## src/common/scope_cmd_pkg.sv

```systemverilog
//--------------------------------------------------------------------------
// scope command package
// host opcodes, the received 8-byte command word and host link constants
//--------------------------------------------------------------------------

package scope_cmd_pkg;

	// bytes per host command
	localparam int CMD_BYTES = 8;

	// READ_INFO sub-code that returns the firmware version
	localparam logic [7:0] INFO_VERSION = 8'd0;

	// first byte of every command
	typedef enum logic [7:0] {
		READOUT    = 8'd0,  // buffer readout from trigger address minus pre-offset
		ARM_STATUS = 8'd1,  // arm trigger, reply event and trigger counts
		READ_INFO  = 8'd2,  // version and other info
		TRIG_SET   = 8'd8,  // thresholds, pre-offset, time over threshold
		DS_SET     = 8'd9   // downsample exponent
	} cmd_op_e;

	// command as received, first byte on top
	typedef struct packed {
		logic [7:0] op;
		logic [7:0] byte1;
		logic [7:0] byte2;
		logic [7:0] byte3;
		logic [7:0] byte4;
		logic [7:0] byte5;
		logic [7:0] byte6;
		logic [7:0] byte7;
	} cmd_t;

endpackage
```

## src/host_link/cmd_receiver.sv

```systemverilog
//--------------------------------------------------------------------------
// cmd_receiver
// shifts eight host stream bytes into one command and strobes it out
//--------------------------------------------------------------------------

`timescale 1ns/1ps

module cmd_receiver (
	input  logic                clk,
	input  logic                rstn,
	input  logic                i_rx_tvalid,
	input  logic [7:0]          i_rx_tdata,
	input  logic                i_busy,
	output logic                o_rx_tready,
	output scope_cmd_pkg::cmd_t o_cmd,
	output logic                o_cmd_valid
);
	import scope_cmd_pkg::*;

	localparam int CNT_W = $clog2(CMD_BYTES);

	logic                   link_up;   // stays low through reset
	logic [CNT_W-1:0]       byte_cnt;
	logic                   rx_fire;
	logic                   last_byte;
	logic [CMD_BYTES*8-1:0] shreg;

	assign o_rx_tready = link_up & ~i_busy;
	assign rx_fire     = i_rx_tvalid & o_rx_tready;
	assign last_byte   = (byte_cnt == CNT_W'(CMD_BYTES - 1));
	assign o_cmd       = shreg;        // op ends up in the top byte

	always_ff @(posedge clk or negedge rstn) begin
		if (!rstn) begin
			link_up     <= 1'b0;
			byte_cnt    <= '0;
			o_cmd_valid <= 1'b0;
		end else begin
			link_up     <= 1'b1;
			o_cmd_valid <= rx_fire & last_byte;
			if (rx_fire) begin
				byte_cnt <= last_byte ? '0 : byte_cnt + 1'b1;
			end
		end
	end

	always_ff @(posedge clk) begin
		if (rx_fire) begin
			shreg <= {shreg[CMD_BYTES*8-9:0], i_rx_tdata};
		end
	end

	// the executor must raise busy right after the last byte, and no byte
	// may slip in while the command is being handled
	a_no_byte_while_busy: assert property (@(posedge clk) disable iff (!rstn)
		(rx_fire && last_byte) |=> (i_busy && !rx_fire));

endmodule

```

## config.mk

```make
export PLATFORM = sky130hd
export DESIGN_NAME = cmd_receiver
export DESIGN_NICKNAME = d
export VERILOG_FILES = /design/src/common/scope_cmd_pkg.sv /design/src/host_link/cmd_receiver.sv
export SDC_FILE = /design/constraint.sdc
export NUM_CORES = 1
export LEC_CHECK = 0
export BUFFER_PORTS_ARGS = -buffer_cell sky130_fd_sc_hd__clkbuf_2
export CORE_ASPECT_RATIO = 1.4
export CORE_MARGIN = 3
export CORE_UTILIZATION = 40
export DETAILED_ROUTE_END_ITERATION = 10
export PLACE_DENSITY_LB_ADDON = 0.25
export REMOVE_ABC_BUFFERS = 1
export SYNTH_ARGS = -nofsm -noshare
export SYNTH_HDL_FRONTEND = slang
export SYNTH_SLANG_ARGS = --single-unit
```

## constraint.sdc

```tcl
create_clock -name clk -period 3.4 [get_ports clk]
set_clock_uncertainty 0.1 [all_clocks]
set_input_delay 0.17 -clock clk [delete_from_list [all_inputs] [get_ports clk]]
set_output_delay 0.17 -clock clk [all_outputs]
set_load 0.01 [all_outputs]
```

==> results.sh <==
export IMPL_startpoint_type="register"
export IMPL_path_buf_inv=2
export IMPL_antenna_found_initial=0
export IMPL_layout_commonest_cell="clkbuf_2"
export IMPL_syn_area_um2=2160
export IMPL_areaGrowthSynthToFinish_pct=33.1
export IMPL_setup_slack_ns=1.71
export IMPL_rows=31
export IMPL_final_util_pct=55.4
export IMPL_numCtsBuffers=9
export IMPL_critPathTopFamily="buffers and inverters"
export IMPL_grt_first_pass_wirelength_mm=5.06
export IMPL_cp_max_fo=64
export IMPL_cp_data_required_time_ns=3.26
export IMPL_yosysSeqAreaShare_pct=94.6
export IMPL_hp_class="primary input to register"
export IMPL_crit_path_top_delay_cell="buf_4"
export IMPL_grt_overflow_total=0
export IMPL_cts_resized_gates=0
export IMPL_ys_warn_count=0
export IMPL_synth_cell_types=10
export IMPL_ys_seq_elements=69
export IMPL_clkLatencyLatePin_ns=0.33
export IMPL_cts_sinks=69
export IMPL_finalNonFillerCells=249
export IMPL_fillerInstances=410
export IMPL_design_die_area_um2=6340
export IMPL_finalHoldViolCount=0
export IMPL_via_per_inst=4.37
export IMPL_rsz0062_at_grt="no"
export IMPL_grt_max_degree=65
export IMPL_cts_max_path_buffers=2
export IMPL_portBuffers=77
export IMPL_vias=1088
export IMPL_dp_cells=224
export IMPL_grt_pass1_vias=1095
export IMPL_antenna_left=0
export IMPL_slowest_delay_ns=0.60
export IMPL_gp_congestion=0.710
export IMPL_post_route_period_util_pct=49.7
export IMPL_powerDensity_nw_per_um2=563
export IMPL_syn_inst=80
export IMPL_drt_iter0_markers=91
export IMPL_ff2ff_setup_slack_ns=1.71
export IMPL_wire_per_inst_um=13.5
export IMPL_nets=192
export IMPL_drtPass1Iterations=2
export IMPL_preCtsSetupSlack_ns=1.72
export IMPL_cts_tree="yes"
export IMPL_htree_levels=3
export IMPL_slew_headroom_pct=49.2
export IMPL_synth_area_per_cell_um2=27.0
export IMPL_ctsHoldBuffers=9
export IMPL_p_leak_nw=1.17
export IMPL_final_cell_mix="77 x clkbuf_2, 64 x edfxtp_1, 9 x clkbuf_8, 9 x dlygate4sd3_1, 5 x dfrtp_1"
export IMPL_cp_cell_sequence="nand3b_4 -> inv_2 -> buf_4"
export IMPL_gr_usage_all_layers_pct=11.7
export IMPL_status="complete, no violations"
export IMPL_crit_arrival_ns=1.55
export IMPL_worstMarginPinSlew_ns=0.762
export IMPL_finalPower_w=0.00162
export IMPL_cts_setup_buffers=0
export IMPL_drc=0
export IMPL_diodes=0
export IMPL_wl_mm=3.36
export IMPL_drive_above_1_share_pct=51.4
export IMPL_ios=78
export IMPL_fin_crit_ns=1.69
export IMPL_crit_type="register to register"
export IMPL_initial_core_util_pct=41.6
export IMPL_path_clk_slew_ns=0.06
export IMPL_core_area_um2=5200
export IMPL_max_cap_violations=0
export IMPL_fmax_mhz=591
export IMPL_fin_tns_setup_ns=0
export IMPL_die_y_um=93.0
export IMPL_clockRootBuffer="clkbuf_8"
export IMPL_peakVddDrop_uv=301
export IMPL_endpoint_kind="register"
export IMPL_fp_dieW_um=68.2
export IMPL_drv_slew=0
export IMPL_setup_viol=0
flip-flops by register name, indices dropped and copies added, names as in the netlist:
signal,flops
link_up,1
byte_cnt,3
o_cmd,64
o_cmd_valid,1
worst paths after layout:
path / start / cells past startpoint / endpoint
min in group asynchronous: rstn / 2 / byte_cnt[2]
hold reg to reg: o_cmd[24] / 0 / o_cmd[32]
setup reg to reg: link_up / 3 / o_cmd[37]
max in group asynchronous: rstn / 2 / byte_cnt[0]
setup / recovery: link_up / 3 / o_cmd[37]
hold / removal: i_rx_tvalid / 2 / o_cmd_valid
power breakdown:
group          internal [W]  leakage, nW  switching (W)  total [W]
logic             0.0000645        0.447      0.0000548   0.000119
clock network      0.000259       0.0765       0.000253   0.000512
registers          0.000966        0.649      0.0000230   0.000989
layer usage:
metal  part of all wire (%)  up-vias  GRT usage [%]
li1                       -      510              -
met1                     40      497           13.7
met2                     44       71           15.9
met3                     12       10           5.05
met4                    3.6        0           9.95
met5                      0        -              0
final cells by class:
type / count / area [um2] / share of cell area (%)
sequential: 69 / 2050 / 71.1
tap: 66 / 82.6 / 2.87
timing repair buffer: 87 / 483 / 16.8
clock buffer: 13 / 139 / 4.82
inverter: 1 / 3.75 / 0.130
clock inverter: 3 / 12.5 / 0.434
multi-input combinational: 10 / 113 / 3.91
kinds of logic (layout without fill, tap and decap cells):
group / after synthesis / count (layout) / synth area share, %
other: 1 / 1 / 0.173
buffers and inverters: 1 / 104 / 0.173
muxes: 3 / 3 / 2.08
adders and majority gates: 2 / 2 / 1.16
and+or+nand+nor: 4 / 4 / 1.79
DFF: 69 / 69 / 94.6
stage by stage:
| stage | area [um2] | hold slack, ns |
|---|---|---|
| after floorplan | 2160 | -0.226 |
| after global placement | 2640 | -0.112 |
| after detailed placement | 2640 | -0.108 |
| after CTS | 2880 | 0.0321 |
| after global routing | 2880 | 0.0450 |
| final | 2880 | 0.0463 |
cell usage after synthesis:
| master | number | area (um2) |
|---|---|---|
| nor2_1 | 1 | 3.75 |
| mux2_4 | 3 | 45.0 |
| ha_1 | 2 | 25.0 |
| conb_1 | 1 | 3.75 |
| nand3b_4 | 1 | 20.0 |
| edfxtp_1 | 64 | 1920 |
| and3_2 | 1 | 7.51 |
| inv_1 | 1 | 3.75 |
| and2b_1 | 1 | 7.51 |
| dfrtp_1 | 5 | 125 |
Note: power is estimated with default switching activity, not from simulation.
