## src/common/scope_acq_pkg.sv

```systemverilog
//--------------------------------------------------------------------------
// scope acquisition package
// sample type, trigger FSM states, acquisition settings and status words
//--------------------------------------------------------------------------

package scope_acq_pkg;

	// widest buffer address the status word can carry
	localparam int BUF_AW_MAX = 10;

	typedef logic signed [11:0] sample_t;

	typedef enum logic [2:0] {
		ACQ_READY,     // writing history, waiting for arm
		ACQ_FALL_ARM,  // falling trigger, waiting to drop below lower
		ACQ_FALL_HIT,  // falling trigger, counting hits above upper
		ACQ_RISE_ARM,  // rising trigger, waiting to rise above upper
		ACQ_RISE_HIT,  // rising trigger, counting hits below lower
		ACQ_CAPTURE,   // post-trigger samples
		ACQ_HOLD       // event frozen until read out
	} acq_state_e;

	typedef enum logic [7:0] {
		TRIG_NONE = 8'd0,  // capture right away
		TRIG_FALL = 8'd1,
		TRIG_RISE = 8'd2
	} trig_type_e;

	// host settings seen by the trigger FSM, 61 bits
	typedef struct packed {
		sample_t     lower_thresh;
		sample_t     upper_thresh;
		logic [7:0]  tot_count;       // extra hits needed on the second condition
		logic [4:0]  downsample;      // write every 2^downsample cycles
		trig_type_e  trig_type;
		logic [15:0] length_to_take;  // writes after the trigger
	} acq_cfg_t;

	// event bookkeeping returned to the host side
	typedef struct packed {
		logic [15:0]           trigger_count;
		logic [15:0]           event_count;
		logic [BUF_AW_MAX-1:0] trig_addr;
	} acq_status_t;

endpackage

```

## src/acquisition/trigger_fsm.sv

```systemverilog
//--------------------------------------------------------------------------
// trigger_fsm
// sets the buffer write cadence, detects threshold triggers, counts the
// post-trigger samples and holds the event for readout
//--------------------------------------------------------------------------

`timescale 1ns/1ps

module trigger_fsm #(
	parameter int BUF_AW = 10
) (
	input  logic                       clk,
	input  logic                       rstn,
	input  scope_acq_pkg::sample_t     i_sample,
	input  scope_acq_pkg::acq_cfg_t    i_cfg,
	input  logic                       i_arm,
	input  logic                       i_readout_done,
	output scope_acq_pkg::acq_status_t o_status,
	output logic                       o_wr_en,
	output logic [BUF_AW-1:0]          o_wr_addr,
	output scope_acq_pkg::sample_t     o_wr_data
);
	import scope_acq_pkg::*;

	acq_state_e        state;
	sample_t           sample_q;
	logic [31:0]       ds_cnt;       // counts 1 up to 2^downsample
	logic              ds_tick;
	logic [7:0]        tot_cnt;
	logic [15:0]       trig_cnt;
	logic [15:0]       cap_next;
	logic              cap_done;
	logic [15:0]       evt_cnt;
	logic [BUF_AW-1:0] trig_addr_q;

	if (BUF_AW > BUF_AW_MAX) begin : g_aw_check
		$error("BUF_AW is wider than the status trigger address");
	end

	assign ds_tick   = ds_cnt[i_cfg.downsample];
	assign cap_next  = trig_cnt + 16'd1;
	assign cap_done  = (trig_cnt >= i_cfg.length_to_take) ||
	                   (o_wr_en && (cap_next >= i_cfg.length_to_take));
	assign o_wr_data = sample_q;
	assign o_status  = '{trigger_count: trig_cnt,
	                     event_count:   evt_cnt,
	                     trig_addr:     BUF_AW_MAX'(trig_addr_q)};

	always_ff @(posedge clk) begin
		sample_q <= i_sample;
	end

	always_ff @(posedge clk or negedge rstn) begin
		if (!rstn) begin
			state       <= ACQ_READY;
			ds_cnt      <= 32'd1;
			o_wr_en     <= 1'b0;
			o_wr_addr   <= '0;
			trig_addr_q <= '0;
			tot_cnt     <= '0;
			trig_cnt    <= '0;
			evt_cnt     <= '0;
		end else begin
			// write cadence, frozen while an event is held
			if (state == ACQ_HOLD) begin
				ds_cnt  <= 32'd1;
				o_wr_en <= 1'b0;
			end else begin
				ds_cnt  <= ds_tick ? 32'd1 : ds_cnt + 32'd1;
				o_wr_en <= ds_tick;
			end
			if (o_wr_en) o_wr_addr <= o_wr_addr + 1'b1;

			case (state)
				ACQ_READY: begin
					trig_cnt <= '0;
					tot_cnt  <= '0;
					if (i_arm) begin
						case (i_cfg.trig_type)
							TRIG_FALL: state <= ACQ_FALL_ARM;
							TRIG_RISE: state <= ACQ_RISE_ARM;
							default: begin             // TRIG_NONE captures at once
								trig_addr_q <= o_wr_addr;
								state       <= ACQ_CAPTURE;
							end
						endcase
					end
				end
				ACQ_FALL_ARM: begin
					if (sample_q < i_cfg.lower_thresh) state <= ACQ_FALL_HIT;
				end
				ACQ_FALL_HIT: begin
					if (sample_q > i_cfg.upper_thresh) begin
						tot_cnt <= tot_cnt + 8'd1;
						if (tot_cnt >= i_cfg.tot_count) begin
							trig_addr_q <= o_wr_addr;
							state       <= ACQ_CAPTURE;
						end
					end
				end
				ACQ_RISE_ARM: begin
					if (sample_q > i_cfg.upper_thresh) state <= ACQ_RISE_HIT;
				end
				ACQ_RISE_HIT: begin
					if (sample_q < i_cfg.lower_thresh) begin
						tot_cnt <= tot_cnt + 8'd1;
						if (tot_cnt >= i_cfg.tot_count) begin
							trig_addr_q <= o_wr_addr;
							state       <= ACQ_CAPTURE;
						end
					end
				end
				ACQ_CAPTURE: begin
					if (o_wr_en) trig_cnt <= cap_next;
					if (cap_done) begin
						state    <= ACQ_HOLD;
						evt_cnt  <= evt_cnt + 16'd1;
						trig_cnt <= '1;       // tells the host an event is ready
						ds_cnt   <= 32'd1;
						o_wr_en  <= 1'b0;     // no write past the last capture
					end
				end
				ACQ_HOLD: begin
					if (i_readout_done) begin
						trig_cnt <= '0;
						state    <= ACQ_READY;
					end
				end
				default: state <= ACQ_READY;
			endcase
		end
	end

	// the address only moves past a slot that was just written, and never
	// while an event is held
	a_addr_on_write: assert property (@(posedge clk) disable iff (!rstn)
		!$stable(o_wr_addr) |-> ($past(o_wr_en) && ($past(state) != ACQ_HOLD)));

endmodule

```

## config.mk

```make
export PLATFORM = sky130hd
export DESIGN_NAME = trigger_fsm
export DESIGN_NICKNAME = d
export VERILOG_FILES = /design/src/common/scope_acq_pkg.sv /design/src/acquisition/trigger_fsm.sv
export SDC_FILE = /design/constraint.sdc
export NUM_CORES = 1
export LEC_CHECK = 0
export ABC_CLOCK_PERIOD_IN_PS = 11000
export CAP_MARGIN = 20
export CORE_ASPECT_RATIO = 0.5
export CORE_MARGIN = 4
export CORE_UTILIZATION = 43
export CTS_CLUSTER_SIZE = 25
export DETAILED_ROUTE_END_ITERATION = 16
export DONT_BUFFER_PORTS = 1
export REMOVE_ABC_BUFFERS = 1
export SETUP_SLACK_MARGIN = 0.02
export SYNTH_ARGS = -nofsm -noshare
export SYNTH_HDL_FRONTEND = slang
export SYNTH_SLANG_ARGS = --single-unit
```

## constraint.sdc

```tcl
create_clock -name clk -period 11 [get_ports clk]
set_input_delay 2.75 -clock clk [delete_from_list [all_inputs] [get_ports clk]]
set_output_delay 2.75 -clock clk [all_outputs]
set_load 0.05 [all_outputs]
```

==> out/results.txt <==
The later pin in the worst-skew pair is clocked with a latency of 0.36 ns. Once placement completed, the tool counted placed cells totaling 901. The global-route wire length before repair came out at 25.5 mm. The maximum fanout count along the critical path came out at 10. After detailed routing, the average wire length per cell comes to 16.7 um.

The class of the most critical setup path was input port to flop. After detailed routing, the number of remaining DRC violations is 0. Wires add up to 15.3 mm. The overall routing resource usage was 17.1%. The completed layout was analyzed and its total power is 1310 uW. Sequential cells were found to cover 38.7% of the synthesized design area.

After detailed routing, the number of vias per cell comes to 5.57. Setup repair after global routing left no endpoint under its margin. The buffers plus inverters on the worst setup path works out to 1. Cell internal power was estimated by the tool at 753 uW. Dividing the synthesized area by the synthesized cell count gives 9.51 um^2. Clock-pin slew was measured on the worst setup and hold paths at 0.08 ns. The most used flip-flop cell after synthesis is dfrtp_1.

Entering global routing, the biggest net connects 97 pins. For the worst setup path, the data required time is 11.24 ns. Yosys mapped the design onto 57 distinct sky130hd cell types. The logs give 718 for the post-synthesis cell count and 108 for the clock sink count. The number of slew-limit violations in the final report is 0, and the post-layout net count is 854. The mapped cell area is 6830 um^2, and the minimum clock period after layout is 5.05 ns.

The run gives 31.2% as the relative max-transition margin. The number of gates resized after CTS was 0. The floorplan step set the die width to 186 um. The type of destination of the critical path was a flop.

Across the routed clock network, the largest skew measured is 0.0118 ns. The tightest hold path in the finished design has a slack of 0.510 ns. Across the run, the number of max-cap violations was 0.

For the buffers inserted during post-CTS setup optimization, the log shows 0. Slowest cell on the critical path: nor3_4. At the pin with the least slew margin, the transition time is 1.01 ns. For the setup total negative slack, the log shows 0 ns. The switching part of the total works out to 42.5%. The Yosys step of the flow raised 0 warnings. Summed over all cells, the static leakage comes to 0.00357 uW.

The run gives 0 as the total overflow reported by the global router. Cells with a size suffix above 1 make up 7.56% of the layout. TritonCTS built the clock tree. The run finished with clean final reports. The run gives 241 as the initial DRC count.

The final-report hold violation count came out at 0. Cell with the most instances on the worst path: a2111oi_0. In this run the most critical hold path is launched from ds_cnt[0]$_DFF_PN1_.

Of the available clock period, the critical path in the final layout requires 45.9%. The number of iterations in the first detailed-routing pass was 4. Traced cell by cell, the critical path runs through inv_1 > ha_1 > a2111oi_0 > o21ai_0 > a211oi_1 > a2111oi_0 > a21o_2 > nor3_4 > mux2_2. The tools report the startpoint of the most critical setup path as i_cfg[54]. Timing would allow up to 0.198 GHz. VDD sags by at most 106 uV.

The run gives 24.5% as the part of the power in the clock network. In this run, the combinational gates consume 27.9% of the power. The power density over the cells is 179 nW/um^2. The floorplan step defined a die boundary enclosing 18100 um^2. The remaining number of nets flagged by the antenna check after routing came out at 0. For this block, the via count after detailed routing is 5115. The root buffer cell chosen for the clock tree is clkbuf_16. The die is 97.1 um tall.

The run gives 556 uW as the net switching power figure. The HPWL after detailed placement was 11.5 mm; the via count of the first global-routing pass was 5096. Most common library cell in the layout ignoring fill and taps: dfrtp_1. Input and output buffers added on the ports amount to 0. Number of enable-type register cells in the synthesized netlist: 0.

Startpoint type of the worst setup path: an input port. At the end of routability-driven placement, the weighted congestion stood at 0.796. The count of hold-fix buffers inserted at cts is 0. The finished layout holds 918 standard cells, fillers aside. For the CTS H-tree depth, the log shows 3.

Kind of cell with the highest combined delay on the critical path: compound AO/OA/AOI/OAI gates. For this configuration, the core starts out at a cell density of 44.1%. Async set or reset register ratio after synthesis: 88.9%. The number of inserted diodes came out at 0. Data arrives at the worst endpoint at 5.29 ns. The library cells used most frequently in the layout, excluding fill and tap cells, are dfrtp_1 (95), ha_1 (68), nor2_1 (65). Pin placement for this block handled 142 I/O pins. The area added between synthesis and finish was 7.37%. The delay of the slowest critical-path stage works out to 0.46 ns. The standard cell core area was 15500 um^2; the number of setup violations in the final report was 0. The maximum number of buffers from clock root to sink is 2. In this run, CTS created clock tree buffers numbering 9. The tools report the sequential group share of total power as 47.6%. The classification of the worst-slack hold path was flop to flop. The worst register-to-register path begins at trig_cnt[0]$_DFFE_PN0P_.

The floorplan has 32 rows. The number of synthesized register bits is 108, and the number of antenna violations at the first check in global routing is 0.
cell type report:
class	instances	area (um^2)
Clock buffer	9	225
Tap cell	204	255
Multi-Input combinational cell	523	3860
Inverter	63	236
Fill cell	1469	8170
Clock inverter	7	66.3
Sequential cell	108	2640
Timing Repair Buffer	4	45.0
through the flow:
stage / cell area [um^2] / utilization, % / worst slack, ns
floorplan: 6730 / - / 5.15
global placement: 7010 / 45.2 / 5.52
detailed placement: 7020 / 45.3 / 5.45
CTS: 7310 / 47.2 / 5.80
global route: 7330 / 47.3 / 5.66
finish: 7330 / 47.3 / 5.95
flip-flops by register name, indices dropped and copies added, names as in the netlist:
name         flops
ds_cnt          32
evt_cnt         16
o_wr_addr       10
o_wr_data       12
o_wr_en          1
state            3
tot_cnt          8
trig_addr_q     10
trig_cnt        16
metal layers:
layer,track usage [%],up-vias,part of all wire [%]
met5,0,-,0
met4,2.97,0,1.1
met3,5.05,12,5.4
met2,28.5,105,47
met1,22.4,2463,46
li1,-,2535,-
power by group through the flow:
stage | Combinational, uW | Clock [uW] | Sequential (uW)
after floorplan | 276 | 0 | 605
after global placement | 348 | 0 | 631
after detailed placement | 366 | 0 | 632
after CTS | 367 | 334 | 624
after global routing | 420 | 348 | 634
final | 366 | 320 | 623
worst register-to-register path, stage by stage, from the launching register on:
cell,delay (ns)
dfrtp_1,0.76
ha_1,0.35
and3_1,0.26
and3_1,0.28
nand3_1,0.23
nor3b_1,0.32
xor2_1,0.12
ha_1,0.33
nand4_1,0.10
nor3_1,0.24
o21ai_0,0.11
a21bo_2,0.29
nor2_2,0.09
buf_8,0.18
o211ai_1,0.19
buf_4,0.36
nor2_1,0.12
worst paths after layout:
check | end | slack [ns] | cells after the start
min in group asynchronous | trig_addr_q[7]$_DFFE_PN0P_ | 2.09 | 0
setup reg to reg | ds_cnt[9]$_DFF_PN0_ | 6.55 | 16
setup / recovery | trig_addr_q[6]$_DFFE_PN0P_ | 5.95 | 9
hold / removal | ds_cnt[0]$_DFF_PN1_ | 0.51 | 1
max in group asynchronous | ds_cnt[0]$_DFF_PN1_ | 8.68 | 0
hold reg to reg | ds_cnt[0]$_DFF_PN1_ | 0.51 | 1
cells by family (layout without fill, tap and decap cells):
logic type / after synthesis / count (layout) / synth area share [%]
xor+xnor: 72 / 72 / 9.24
fa+ha+maj: 68 / 68 / 12.5
mux: 26 / 26 / 5.87
compound gates: 118 / 118 / 11.3
simple gates: 239 / 239 / 17.5
flops: 108 / 108 / 38.7
buf+inv: 87 / 83 / 4.86
cells in the mapped netlist (all sizes together), types with 7 or more instances:
master   n  area (um^2)
nand4   23          144
nor2    66          248
ha      68          851
a21oi   29          145
mux2    12          135
dfrtp   95         2380
dfxtp   12          240
xor2    37          324
clkbuf  20         75.1
o22a     9         78.8
and3    16          100
xnor2   35          307
mux4    10          225
nand2   40          150
o21ai   28          140
a31oi    9         56.3
nor3    22          121
inv     62          233
nand3   40          200
o211ai   7         57.6
Note: power is estimated with default switching activity, not from simulation.
