**src/common/scope_acq_pkg.sv**
```systemverilog
//--------------------------------------------------------------------------
// scope acquisition package
// sample type, trigger FSM states, acquisition settings and status words
//--------------------------------------------------------------------------

package scope_acq_pkg;

	// widest buffer address the status word can carry
	localparam int BUF_AW_MAX = 10;

	typedef logic signed [11:0] sample_t;

	typedef enum logic [2:0] {
		ACQ_READY,     // writing history, waiting for arm
		ACQ_FALL_ARM,  // falling trigger, waiting to drop below lower
		ACQ_FALL_HIT,  // falling trigger, counting hits above upper
		ACQ_RISE_ARM,  // rising trigger, waiting to rise above upper
		ACQ_RISE_HIT,  // rising trigger, counting hits below lower
		ACQ_CAPTURE,   // post-trigger samples
		ACQ_HOLD       // event frozen until read out
	} acq_state_e;

	typedef enum logic [7:0] {
		TRIG_NONE = 8'd0,  // capture right away
		TRIG_FALL = 8'd1,
		TRIG_RISE = 8'd2
	} trig_type_e;

	// host settings seen by the trigger FSM, 61 bits
	typedef struct packed {
		sample_t     lower_thresh;
		sample_t     upper_thresh;
		logic [7:0]  tot_count;       // extra hits needed on the second condition
		logic [4:0]  downsample;      // write every 2^downsample cycles
		trig_type_e  trig_type;
		logic [15:0] length_to_take;  // writes after the trigger
	} acq_cfg_t;

	// event bookkeeping returned to the host side
	typedef struct packed {
		logic [15:0]           trigger_count;
		logic [15:0]           event_count;
		logic [BUF_AW_MAX-1:0] trig_addr;
	} acq_status_t;

endpackage

```
**src/common/scope_cmd_pkg.sv**
```systemverilog
//--------------------------------------------------------------------------
// scope command package
// host opcodes, the received 8-byte command word and host link constants
//--------------------------------------------------------------------------

package scope_cmd_pkg;

	// bytes per host command
	localparam int CMD_BYTES = 8;

	// READ_INFO sub-code that returns the firmware version
	localparam logic [7:0] INFO_VERSION = 8'd0;

	// first byte of every command
	typedef enum logic [7:0] {
		READOUT    = 8'd0,  // buffer readout from trigger address minus pre-offset
		ARM_STATUS = 8'd1,  // arm trigger, reply event and trigger counts
		READ_INFO  = 8'd2,  // version and other info
		TRIG_SET   = 8'd8,  // thresholds, pre-offset, time over threshold
		DS_SET     = 8'd9   // downsample exponent
	} cmd_op_e;

	// command as received, first byte on top
	typedef struct packed {
		logic [7:0] op;
		logic [7:0] byte1;
		logic [7:0] byte2;
		logic [7:0] byte3;
		logic [7:0] byte4;
		logic [7:0] byte5;
		logic [7:0] byte6;
		logic [7:0] byte7;
	} cmd_t;

endpackage
```
**src/host_link/cmd_executor.sv**
```systemverilog
//--------------------------------------------------------------------------
// cmd_executor
// decodes host commands, keeps acquisition settings, sends constant replies
// and streams buffer samples back to the host
//--------------------------------------------------------------------------

`timescale 1ns/1ps

module cmd_executor #(
	parameter int          BUF_AW           = 10,
	parameter int unsigned FIRMWARE_VERSION = 17
) (
	input  logic                         clk,
	input  logic                         rstn,
	input  scope_cmd_pkg::cmd_t          i_cmd,
	input  logic                         i_cmd_valid,
	input  scope_acq_pkg::acq_status_t   i_status,
	input  scope_acq_pkg::sample_t [1:0] i_rd_data,
	input  logic                         i_tx_tready,
	output logic                         o_busy,
	output scope_acq_pkg::acq_cfg_t      o_cfg,
	output logic                         o_arm,
	output logic                         o_readout_done,
	output logic [BUF_AW-1:0]            o_rd_addr,
	output logic                         o_tx_tvalid,
	output logic [31:0]                  o_tx_tdata,
	output logic [3:0]                   o_tx_tkeep,
	output logic                         o_tx_tlast
);
	import scope_cmd_pkg::*;
	import scope_acq_pkg::*;

	typedef enum logic [2:0] {
		EX_IDLE,
		EX_DECODE,
		EX_REPLY,    // one constant beat
		EX_RD_WAIT,  // buffer read latency
		EX_RD_LOAD,
		EX_RD_SEND
	} ex_state_e;

	ex_state_e   state;
	logic [9:0]  pre_offset;   // samples shown before the trigger
	logic [31:0] rd_len;       // bytes still to send
	logic [31:0] rd_bytes;
	logic        reply_en;
	logic [31:0] reply_data;
	logic [7:0]  thr_lo_base;
	logic [7:0]  thr_hi_base;
	logic [3:0]  tail_keep;

	assign o_busy = (state != EX_IDLE) | i_cmd_valid;

	assign rd_bytes    = {i_cmd.byte7, i_cmd.byte6, i_cmd.byte5, i_cmd.byte4};
	assign thr_lo_base = i_cmd.byte1 - i_cmd.byte2 - 8'd128;
	assign thr_hi_base = i_cmd.byte1 + i_cmd.byte2 - 8'd128;

	//--------------------------------------------------------------------------
	// constant replies
	//--------------------------------------------------------------------------
	always_comb begin
		reply_en   = 1'b0;
		reply_data = '0;
		case (i_cmd.op)
			TRIG_SET: begin
				reply_en   = 1'b1;
				reply_data = 32'(TRIG_SET);   // echo the opcode
			end
			DS_SET: begin
				reply_en   = 1'b1;
				reply_data = 32'(DS_SET);
			end
			ARM_STATUS: begin
				reply_en   = 1'b1;
				reply_data = {i_status.event_count, i_status.trigger_count};
			end
			READ_INFO: begin
				if (i_cmd.byte1 == INFO_VERSION) begin
					reply_en   = 1'b1;
					reply_data = 32'(FIRMWARE_VERSION);
				end
			end
			default: ;
		endcase
	end

	// keep for a final beat of 1 to 4 bytes
	always_comb begin
		case (rd_len[1:0])
			2'd1:    tail_keep = 4'b0001;
			2'd2:    tail_keep = 4'b0011;
			2'd3:    tail_keep = 4'b0111;
			default: tail_keep = 4'b1111;
		endcase
	end

	//--------------------------------------------------------------------------
	// control FSM
	//--------------------------------------------------------------------------
	always_ff @(posedge clk or negedge rstn) begin
		if (!rstn) begin
			state          <= EX_IDLE;
			o_cfg          <= '0;
			pre_offset     <= '0;
			o_arm          <= 1'b0;
			o_readout_done <= 1'b0;
			o_rd_addr      <= '0;
			rd_len         <= '0;
			o_tx_tvalid    <= 1'b0;
		end else begin
			o_arm          <= 1'b0;
			o_readout_done <= 1'b0;
			case (state)
				EX_IDLE: begin
					if (i_cmd_valid) state <= EX_DECODE;
				end
				EX_DECODE: begin
					state       <= reply_en ? EX_REPLY : EX_IDLE;  // unknown ops just drop
					o_tx_tvalid <= reply_en;
					case (i_cmd.op)
						TRIG_SET: begin
							o_cfg.lower_thresh <= sample_t'({thr_lo_base, 4'h8});  // x16 + 8
							o_cfg.upper_thresh <= sample_t'({thr_hi_base, 4'h8});
							o_cfg.tot_count    <= i_cmd.byte5;
							pre_offset         <= {i_cmd.byte3[1:0], i_cmd.byte4};
						end
						DS_SET: o_cfg.downsample <= i_cmd.byte1[4:0];
						ARM_STATUS: begin
							o_cfg.trig_type      <= trig_type_e'(i_cmd.byte1);
							o_cfg.length_to_take <= {i_cmd.byte5, i_cmd.byte4};
							o_arm                <= (i_status.trigger_count == 16'd0);  // no event pending
						end
						READOUT: begin
							o_rd_addr <= i_status.trig_addr[BUF_AW-1:0] - pre_offset[BUF_AW-1:0];
							rd_len    <= rd_bytes;
							if (rd_bytes == 32'd0) o_readout_done <= 1'b1;
							else                   state <= EX_RD_WAIT;
						end
						default: ;
					endcase
				end
				EX_REPLY: begin
					if (i_tx_tready) begin
						o_tx_tvalid <= 1'b0;
						state       <= EX_IDLE;
					end
				end
				EX_RD_WAIT: state <= EX_RD_LOAD;
				EX_RD_LOAD: begin
					o_tx_tvalid <= 1'b1;
					o_rd_addr   <= o_rd_addr + BUF_AW'(2);  // two samples per beat
					state       <= EX_RD_SEND;
				end
				EX_RD_SEND: begin
					if (i_tx_tready) begin
						o_tx_tvalid <= 1'b0;
						if (rd_len > 32'd4) begin
							rd_len <= rd_len - 32'd4;
							state  <= EX_RD_LOAD;   // rd_data already follows the new address
						end else begin
							rd_len         <= '0;
							o_readout_done <= 1'b1;
							state          <= EX_IDLE;
						end
					end
				end
				default: state <= EX_IDLE;
			endcase
		end
	end

	// beat payload, loaded once per beat and held until accepted
	always_ff @(posedge clk) begin
		if (state == EX_DECODE) begin
			o_tx_tdata <= reply_data;
			o_tx_tkeep <= 4'b1111;
			o_tx_tlast <= 1'b1;
		end else if (state == EX_RD_LOAD) begin
			o_tx_tdata <= {4'd0, i_rd_data[1], 4'd0, i_rd_data[0]};
			o_tx_tkeep <= (rd_len > 32'd4) ? 4'b1111 : tail_keep;
			o_tx_tlast <= (rd_len <= 32'd4);
		end
	end

	// a stalled beat stays put until the host takes it
	a_tx_stable: assert property (@(posedge clk) disable iff (!rstn)
		(o_tx_tvalid && !i_tx_tready) |=>
			(o_tx_tvalid && $stable(o_tx_tdata) && $stable(o_tx_tkeep) && $stable(o_tx_tlast)));

endmodule

```
**config.mk**
```make
export PLATFORM = sky130hd
export DESIGN_NAME = cmd_executor
export DESIGN_NICKNAME = d
export VERILOG_FILES = /design/src/common/scope_acq_pkg.sv /design/src/common/scope_cmd_pkg.sv /design/src/host_link/cmd_executor.sv
export SDC_FILE = /design/constraint.sdc
export NUM_CORES = 1
export LEC_CHECK = 0
export BUFFER_PORTS_ARGS = -buffer_cell sky130_fd_sc_hd__buf_4
export CORE_AREA = 4 4 144 112
export DETAILED_ROUTE_END_ITERATION = 12
export DIE_AREA = 0 0 148 116
export PLACE_DENSITY = 0.92
export REMOVE_ABC_BUFFERS = 1
export SLEW_MARGIN = 20
export SYNTH_ARGS = -nofsm -noshare
export SYNTH_HDL_FRONTEND = slang
export SYNTH_SLANG_ARGS = --single-unit
```
**constraint.sdc**
```tcl
create_clock -name clk -period 7.96 [get_ports clk]
set_input_delay 1.592 -clock clk [delete_from_list [all_inputs] [get_ports clk]]
set_output_delay 1.592 -clock clk [all_outputs]
set_load 0.05 [all_outputs]
```
==> metrics.txt, run 1 <==
Worst Setup End Kind=flop; switching share of power=between 30 and 40%; xor-xnor portion of the synthesized cell area=2.27%; Post-Route Skew=0.0105 ns; worst hold path class=reg -> reg; Max IR drop VDD=0.000158 V; die width=~150 microns; CTS Sinks=about 150; flop-to-flop setup slack=4.75 ns; final worst setup slack=just over 4 ns; Worst path top cell family by delay=simple AND/OR/NAND/NOR gates; Diodes inserted=0; Worst R2R Path Depth=8; number of synthesized flops with an enable pin=32; Pint=approximately 1.6 mW; Placement Setup Slack=3.41 ns; top-level I/O count=246; Fin Setup TNS=0 ns; Reg clk slew, reported paths=0.06 ns; Simple-Gate Fraction of Synth Area=18.2%; Clk pwr share=37.9%; GRT Resource Usage Total=27.3%; slowest stage cell, crit path=or4_1; status=finished, final reports clean; Synth Register Bits=147; Hold EP=o_tx_tlast$_SDFFE_PP1P_; largest net degree at the start of global routing=66; Remaining Overflow, GRT=0; critical path's largest stage delay=approximately 0.6 ns; max_cap viols=0; Async S/R FF share, synth=75.5%; post-synthesis compound-gate area fraction=13.9%; # DRC=0; clock buffer depth=2; core area=14800 sq um; WP data arrival=roughly 4.2 ns; largest family of logic cells by synthesized area=simple AND/OR/NAND/NOR gates; Detailed Route Iter0 Violations=around 640; HPWL after DPL=17400 microns; total power=2.36 mW; f_max=0.259 GHz; die area=17200 sq um; crit path max fanout=39; PwrDens=222 nW/um^2; Syn. warnings=0; Synth Flop Type=dfrtp_1; mux cell area share after synthesis=6.96%; row cnt=39; RSZ-0062 raised after global routing=no; clk_lat worst skew=0.42 ns; mapped cell area=between 8000 and 9000 sq um; post-CTS sizing=0; Pre-Repair DR Iteration Count=5; Hold Startpoint=o_tx_tlast$_SDFFE_PP1P_; Final min period=3.85 ns; Buf+Inv Stages, Crit Path=2; vias per cell=5.81; vias in the first global route=7088; final wirelength=23600 microns; gpl congestion=0.899; Syn Area/Cell=9.98 sq um; part of the power in combinational logic=23.0%; Most Frequent Cell on Critical Path=buf_4; Post-CTS Hold Fix Bufs=0; Worst Max-Slew Pin Slew=around 0.9 ns; final slew viol count=0; Nets=1211; Port Buffer Count=232; Die Span Y=approximately 120 microns; share of cells above drive strength 1=32.3%; sequential share of power=around 39%; R2R Path End=rd_len[12]$_DFFE_PN0P_; Via Count=7263; initial antenna violation count=0; relative slew slack=between 40% and 50%; H-tree depth=4; Final Hold Vio Count=0; TritonCTS clock tree=done; Switching Power=732 uW; worst hold margin=0.486 ns; clk root buf=clkbuf_16; Cells after Synth=about 810; Worst R2R Start=rd_len[2]$_DFFE_PN0P_; cells along the critical path=buf_4 > or4_1 > nor3_2 > nand3_1 > o21ai_2 > buf_4 > o21ai_0 > a221o_1; Distinct cells, synth=64; Final ANT Viol Nets=0; Area Overhead vs Synth=31.5%; WL/cell=roughly 19 microns; worst setup path category=in -> reg; Leakage=around 5.1 nW; Synth Area in Adders=under 10%; critical path depth=8; global-route wire length before repair=37100 microns; Hold Crit Depth=2; Initial Util=54.6%; cts bufs inserted=17; Final period util=48.4%; Critical Path RT=8.25 ns; final setup vio count=0; CP startpoint kind=primary input; Seq/Total Area, Yosys=47.2%; Setup Fix Bufs, Post-CTS=0
## cell families after synthesis
kind of cell	after synthesis
AOI/OAI and AO/OA	174
xor gates and xnor gates	21
adders and majority gates	44
buffers and inverters	78
DFF	147
muxes	50
other	2
and+or+nand+nor	295
## metrics by stage
step / std cells / area (sq um) / utilization, %
after floorplan: 772 / 7890 / -
after global placement: 1219 / 9970 / 67.2
after detailed placement: 1219 / 9970 / 67.2
after CTS: 1251 / 10600 / 71.7
after global routing: 1251 / 10600 / 71.7
final: 1251 / 10600 / 71.7
## layer usage
metal | vias to the layer above | part of all wire, % | GRT usage, %
li1 | 3373 | - | -
met1 | 3477 | 41 | 35.4
met2 | 370 | 48 | 45.1
met3 | 43 | 9.1 | 7.43
met4 | 0 | 2.5 | 9.05
met5 | - | 0 | 0
## cells in the final DEF, fill, tap and decap left out, types with 5 or more instances in the layout
| cell type | n |
|---|---|
| buf_4 | 242 |
| nand2_1 | 112 |
| dfrtp_1 | 111 |
| o21ai_0 | 55 |
| mux2_2 | 50 |
| nor2_1 | 42 |
| ha_1 | 41 |
| inv_1 | 34 |
| a21oi_1 | 34 |
| nand3_1 | 33 |
| edfxtp_1 | 32 |
| nor4_1 | 22 |
| a22o_1 | 19 |
| clkbuf_16 | 17 |
| nor3_1 | 15 |
| xnor2_1 | 13 |
| and3_1 | 12 |
| nand4_1 | 10 |
| a21o_1 | 10 |
| or3_1 | 9 |
| xor2_1 | 8 |
| nand2b_1 | 7 |
| or4_1 | 7 |
| o22ai_1 | 7 |
| conb_1 | 7 |
| o41ai_1 | 6 |
| o31ai_1 | 6 |
| bufinv_16 | 6 |
| a211oi_1 | 5 |
## cells in the mapped netlist, drive strengths merged (2+ instances only)
cell	instances	area [sq um]
a211oi	5	37.5
a21o	10	75.1
a21oi	34	170
a221o	2	20.0
a22o	19	166
a22oi	3	22.5
a32o	2	20.0
a32oi	3	26.3
and2	4	25.0
and3	12	75.1
buf	15	110
clkbuf	29	110
conb	2	7.51
dfrtp	111	2780
dfxtp	4	80.1
edfxtp	32	961
fa	3	60.1
ha	41	513
inv	34	128
mux2	50	563
nand2	113	427
nand2b	7	43.8
nand3	33	165
nand4	10	62.6
nor2	44	165
nor2b	2	12.5
nor3	16	85.1
nor4	24	171
o211ai	3	22.5
o21a	2	15.0
o21ai	60	300
o22ai	7	43.8
o2bb2ai	4	35.0
o31ai	6	45.0
o41ai	6	52.6
or2	5	31.3
or3	9	56.3
or4	10	86.3
xnor2	13	114
xor2	8	70.1
## layout make-up
cell class / instances / area, sq um
clock buffers: 17 / 425
clock inverters: 15 / 238
fillers: 1116 / 4190
inverters: 34 / 128
multi-input cells: 591 / 3960
flip-flops and latches: 147 / 3820
well taps: 205 / 256
repair buffers: 242 / 1820
## power groups by stage
stage,combinational [mW],clock (mW),sequential [mW]
finish,0.543,0.896,0.923
global route,0.586,0.941,0.934
CTS,0.540,0.908,0.919
detailed placement,0.537,0,0.932
global placement,0.517,0,0.926
floorplan,0.235,0,1.02
## state kept, by name, indices dropped and copies added (netlist names)
signal and count:
o_cfg 53, o_tx_tvalid 1, state 3, o_readout_done 1, rd_len 32, o_tx_tkeep 3
o_tx_tlast 1, pre_offset 10, o_rd_addr 10, o_arm 1, o_tx_tdata 32
## worst max path at each step
stage                    from                     end
floorplan           i_cmd[58]    o_cfg[0]$_DFFE_PN0P_
global placement    i_cmd[58]   o_cfg[14]$_DFFE_PN0P_
detailed placement  i_cmd[58]    o_cfg[9]$_DFFE_PN0P_
CTS                 i_cmd[58]   o_cfg[11]$_DFFE_PN0P_
global route        i_cmd[58]  rd_len[12]$_DFFE_PN0P_
finish              i_cmd[58]  rd_len[12]$_DFFE_PN0P_
## tightest hold or removal path, delay by kind of cell, from the launching register on
kind	cells	cell delay [ns]
flops	1	0.31
compound gates	1	0.08
simple gates	1	0.05
No activity file was read; power rests on OpenSTA's default activity.
==> run 2: changes to the inputs <==
CORE_AREA = 4 4 157 121   (was 4 4 144 112)
DIE_AREA = 0 0 161 125   (was 0 0 148 116)
PLACE_DENSITY = 0.83   (was 0.92)
clock period = 3.25 ns   (was 7.96 ns; I/O delays follow)
==> metrics.txt, run 2 (synthesis results as in run 1) <==
Final period util=95.5%; Leakage=5.17 nW (+1.0%); Critical Path RT=3.56 ns (-4.69 ns); RSZ-0062 raised after global routing=no; worst setup path category=reg -> reg; PwrDens=525 nW/um^2 (+140%); Die Span Y=125 microns (+7.8%); placed cell areas=10100 sq um (+1.6%); status=finished, final reports clean; CTS Sinks=147 (unchanged); max FFs per register=53 (unchanged); H-tree depth=4 (unchanged); initial antenna violation count=0 (unchanged); Final ANT Viol Nets=0 (unchanged); global-route wire length before repair=37100 microns (unchanged); Setup Fix Bufs, Post-CTS=0 (unchanged); max_cap viols=0 (unchanged); Top reg by flops=o_cfg; Worst Max-Slew Pin Slew=0.859 ns (-0.0300 ns); total power=5.64 mW (+140%); clk_lat worst skew=0.42 ns (about the same); Area Overhead vs Synth=32.8%; cts bufs inserted=17 (unchanged); Remaining Overflow, GRT=0 (unchanged); Post-Route Skew=0.00799 ns (-0.00256 ns); Final Hold Vio Count=0 (unchanged); clock buffer depth=2 (unchanged); die width=161 microns (+8.8%); Detailed Route Iter0 Violations=773 (+21%); final wirelength=23700 microns (+0.55%); top-level I/O count=246 (unchanged); crit path max fanout=27 (-31%); Largest regs=o_cfg x53, o_tx_tdata x32, rd_len x32; worst hold path class=in -> async; final setup vio count=0 (unchanged); WP data arrival=3.41 ns (-0.74 ns); largest net degree at the start of global routing=46 (-30%); Non-Filler Instances=1302 (+4.1%); vias per cell=5.50 (-5.2%); GRT Resource Usage Total=23.0% (-4.3 points); Placement Setup Slack=0.198 ns (-3.22 ns); Pre-Repair DR Iteration Count=6 (+1); post-CTS sizing=0 (unchanged); HPWL after DPL=18100 microns (+4.2%); Port Buffer Count=232 (unchanged); core area=17400 sq um (+18%); Worst Setup End Kind=flop; CP startpoint kind=flop; commonest non-fill, non-tap cell in the layout=buf_4; Max IR drop VDD=0.000347 V (+120%); vias in the first global route=6998 (-1.3%); row cnt=42 (+7.7%); final slew viol count=0 (unchanged); gpl congestion=0.899 (about the same); Post-CTS Hold Fix Bufs=0 (unchanged); Initial Util=46.4% (-8.2 points); Diodes inserted=0 (unchanged); Util after Layout=61.6% (-10 points); TritonCTS clock tree=done; WL/cell=18.2 microns (-3.4%); share of cells above drive strength 1=33.2% (+0.89 points); Reg clk slew, reported paths=0.06 ns (about the same); dpl cells=1270 (+4.2%); relative slew slack=42.5% (+2.0 points); die area=20100 sq um (+17%); Finished Cell Area=10800 sq um (+1.0%); Via Count=7167 (-1.3%); f_max=0.322 GHz; # DRC=0 (unchanged); clk root buf=clkbuf_16; final-layout fill cell count=1446 (+30%); final worst setup slack=0.148 ns (-3.96 ns); Final min period=between 3 and 4 ns; commonest cells after routing, fill and taps aside=255 x buf_4, 112 x nand2_1, 111 x dfrtp_1; Nets=1225 (+1.2%)
==> run 2: cell types whose count changed in the layout (fill, tap and decap cells not counted) <==
cell,previous run,this run
buf_4,242,255
buf_12,0,1
clkinv_2,1,2
bufinv_16,6,3
clkinv_1,3,1
clkbuf_16,17,18
inv_6,0,2
clkinv_4,3,2
nor2_2,1,2
clkbuf_1,0,2
nor2_4,1,0
==> run 2: path summary, 6_finish.rpt <==
check	slack, ns	end	from	depth (start not counted)
hold reg to reg	0.48	o_cfg[24]$_DFFE_PN0P_	o_cfg[24]$_DFFE_PN0P_	2
hold / removal	0.23	rd_len[29]$_DFFE_PN0P_	rstn	1
setup / recovery	0.15	rd_len[9]$_DFFE_PN0P_	rd_len[2]$_DFFE_PN0P_	9
max in group asynchronous	2.24	o_cfg[55]$_DFFE_PN0P_	rstn	2
min in group clk	0.47	pre_offset[8]$_DFFE_PN0P_	i_cmd[32]	2
setup reg to reg	0.15	rd_len[9]$_DFFE_PN0P_	rd_len[2]$_DFFE_PN0P_	9
==> run 2: area by class of cell <==
type,count,area (sq um),area share (%)
clock buffer,20,458,4.26
clock inverter,12,154,1.43
inverter,34,128,1.19
multi-input combinational,591,3960,36.8
sequential,147,3820,35.5
tap,242,303,2.82
timing repair buffer,256,1930,18.0
==> run 2: where the power goes <==
group / internal (mW) / switching [mW] / leakage (nW) / total [mW]
sequential: 2.06 / 0.194 / 1.80 / 2.25
combinational: 0.510 / 0.839 / 3.07 / 1.35
clock: 1.26 / 0.780 / 0.294 / 2.04
==> run 2: routing by layer <==
| metal | global-route usage, % | up-vias | wire length (microns) |
|---|---|---|---|
| met3 | 6.94 | 24 | 2150 |
| met5 | 0 | - | 0 |
| met1 | 31.5 | 3388 | 10400 |
| li1 | - | 3407 | - |
| met2 | 36.2 | 348 | 10900 |
| met4 | 5.57 | 0 | 285 |
==> run 2: critical path, stage by stage, from the launching register on <==
cell and delay, ns:
dfrtp_1 0.44, inv_1 0.10, ha_1 0.26, a21oi_1 0.07, or4_4 0.53, or4_4 0.59
nand2_2 0.39, buf_4 0.28, o41ai_1 0.09, a22o_1 0.23
==> run 2: metrics by stage <==
step / hold WS, ns / TNS, ns
final: 0.233 / 0
after global routing: 0.261 / 0
after CTS: 0.244 / 0
after detailed placement: 0.471 / 0
after global placement: 0.464 / 0
after floorplan: 0.354 / -45.19
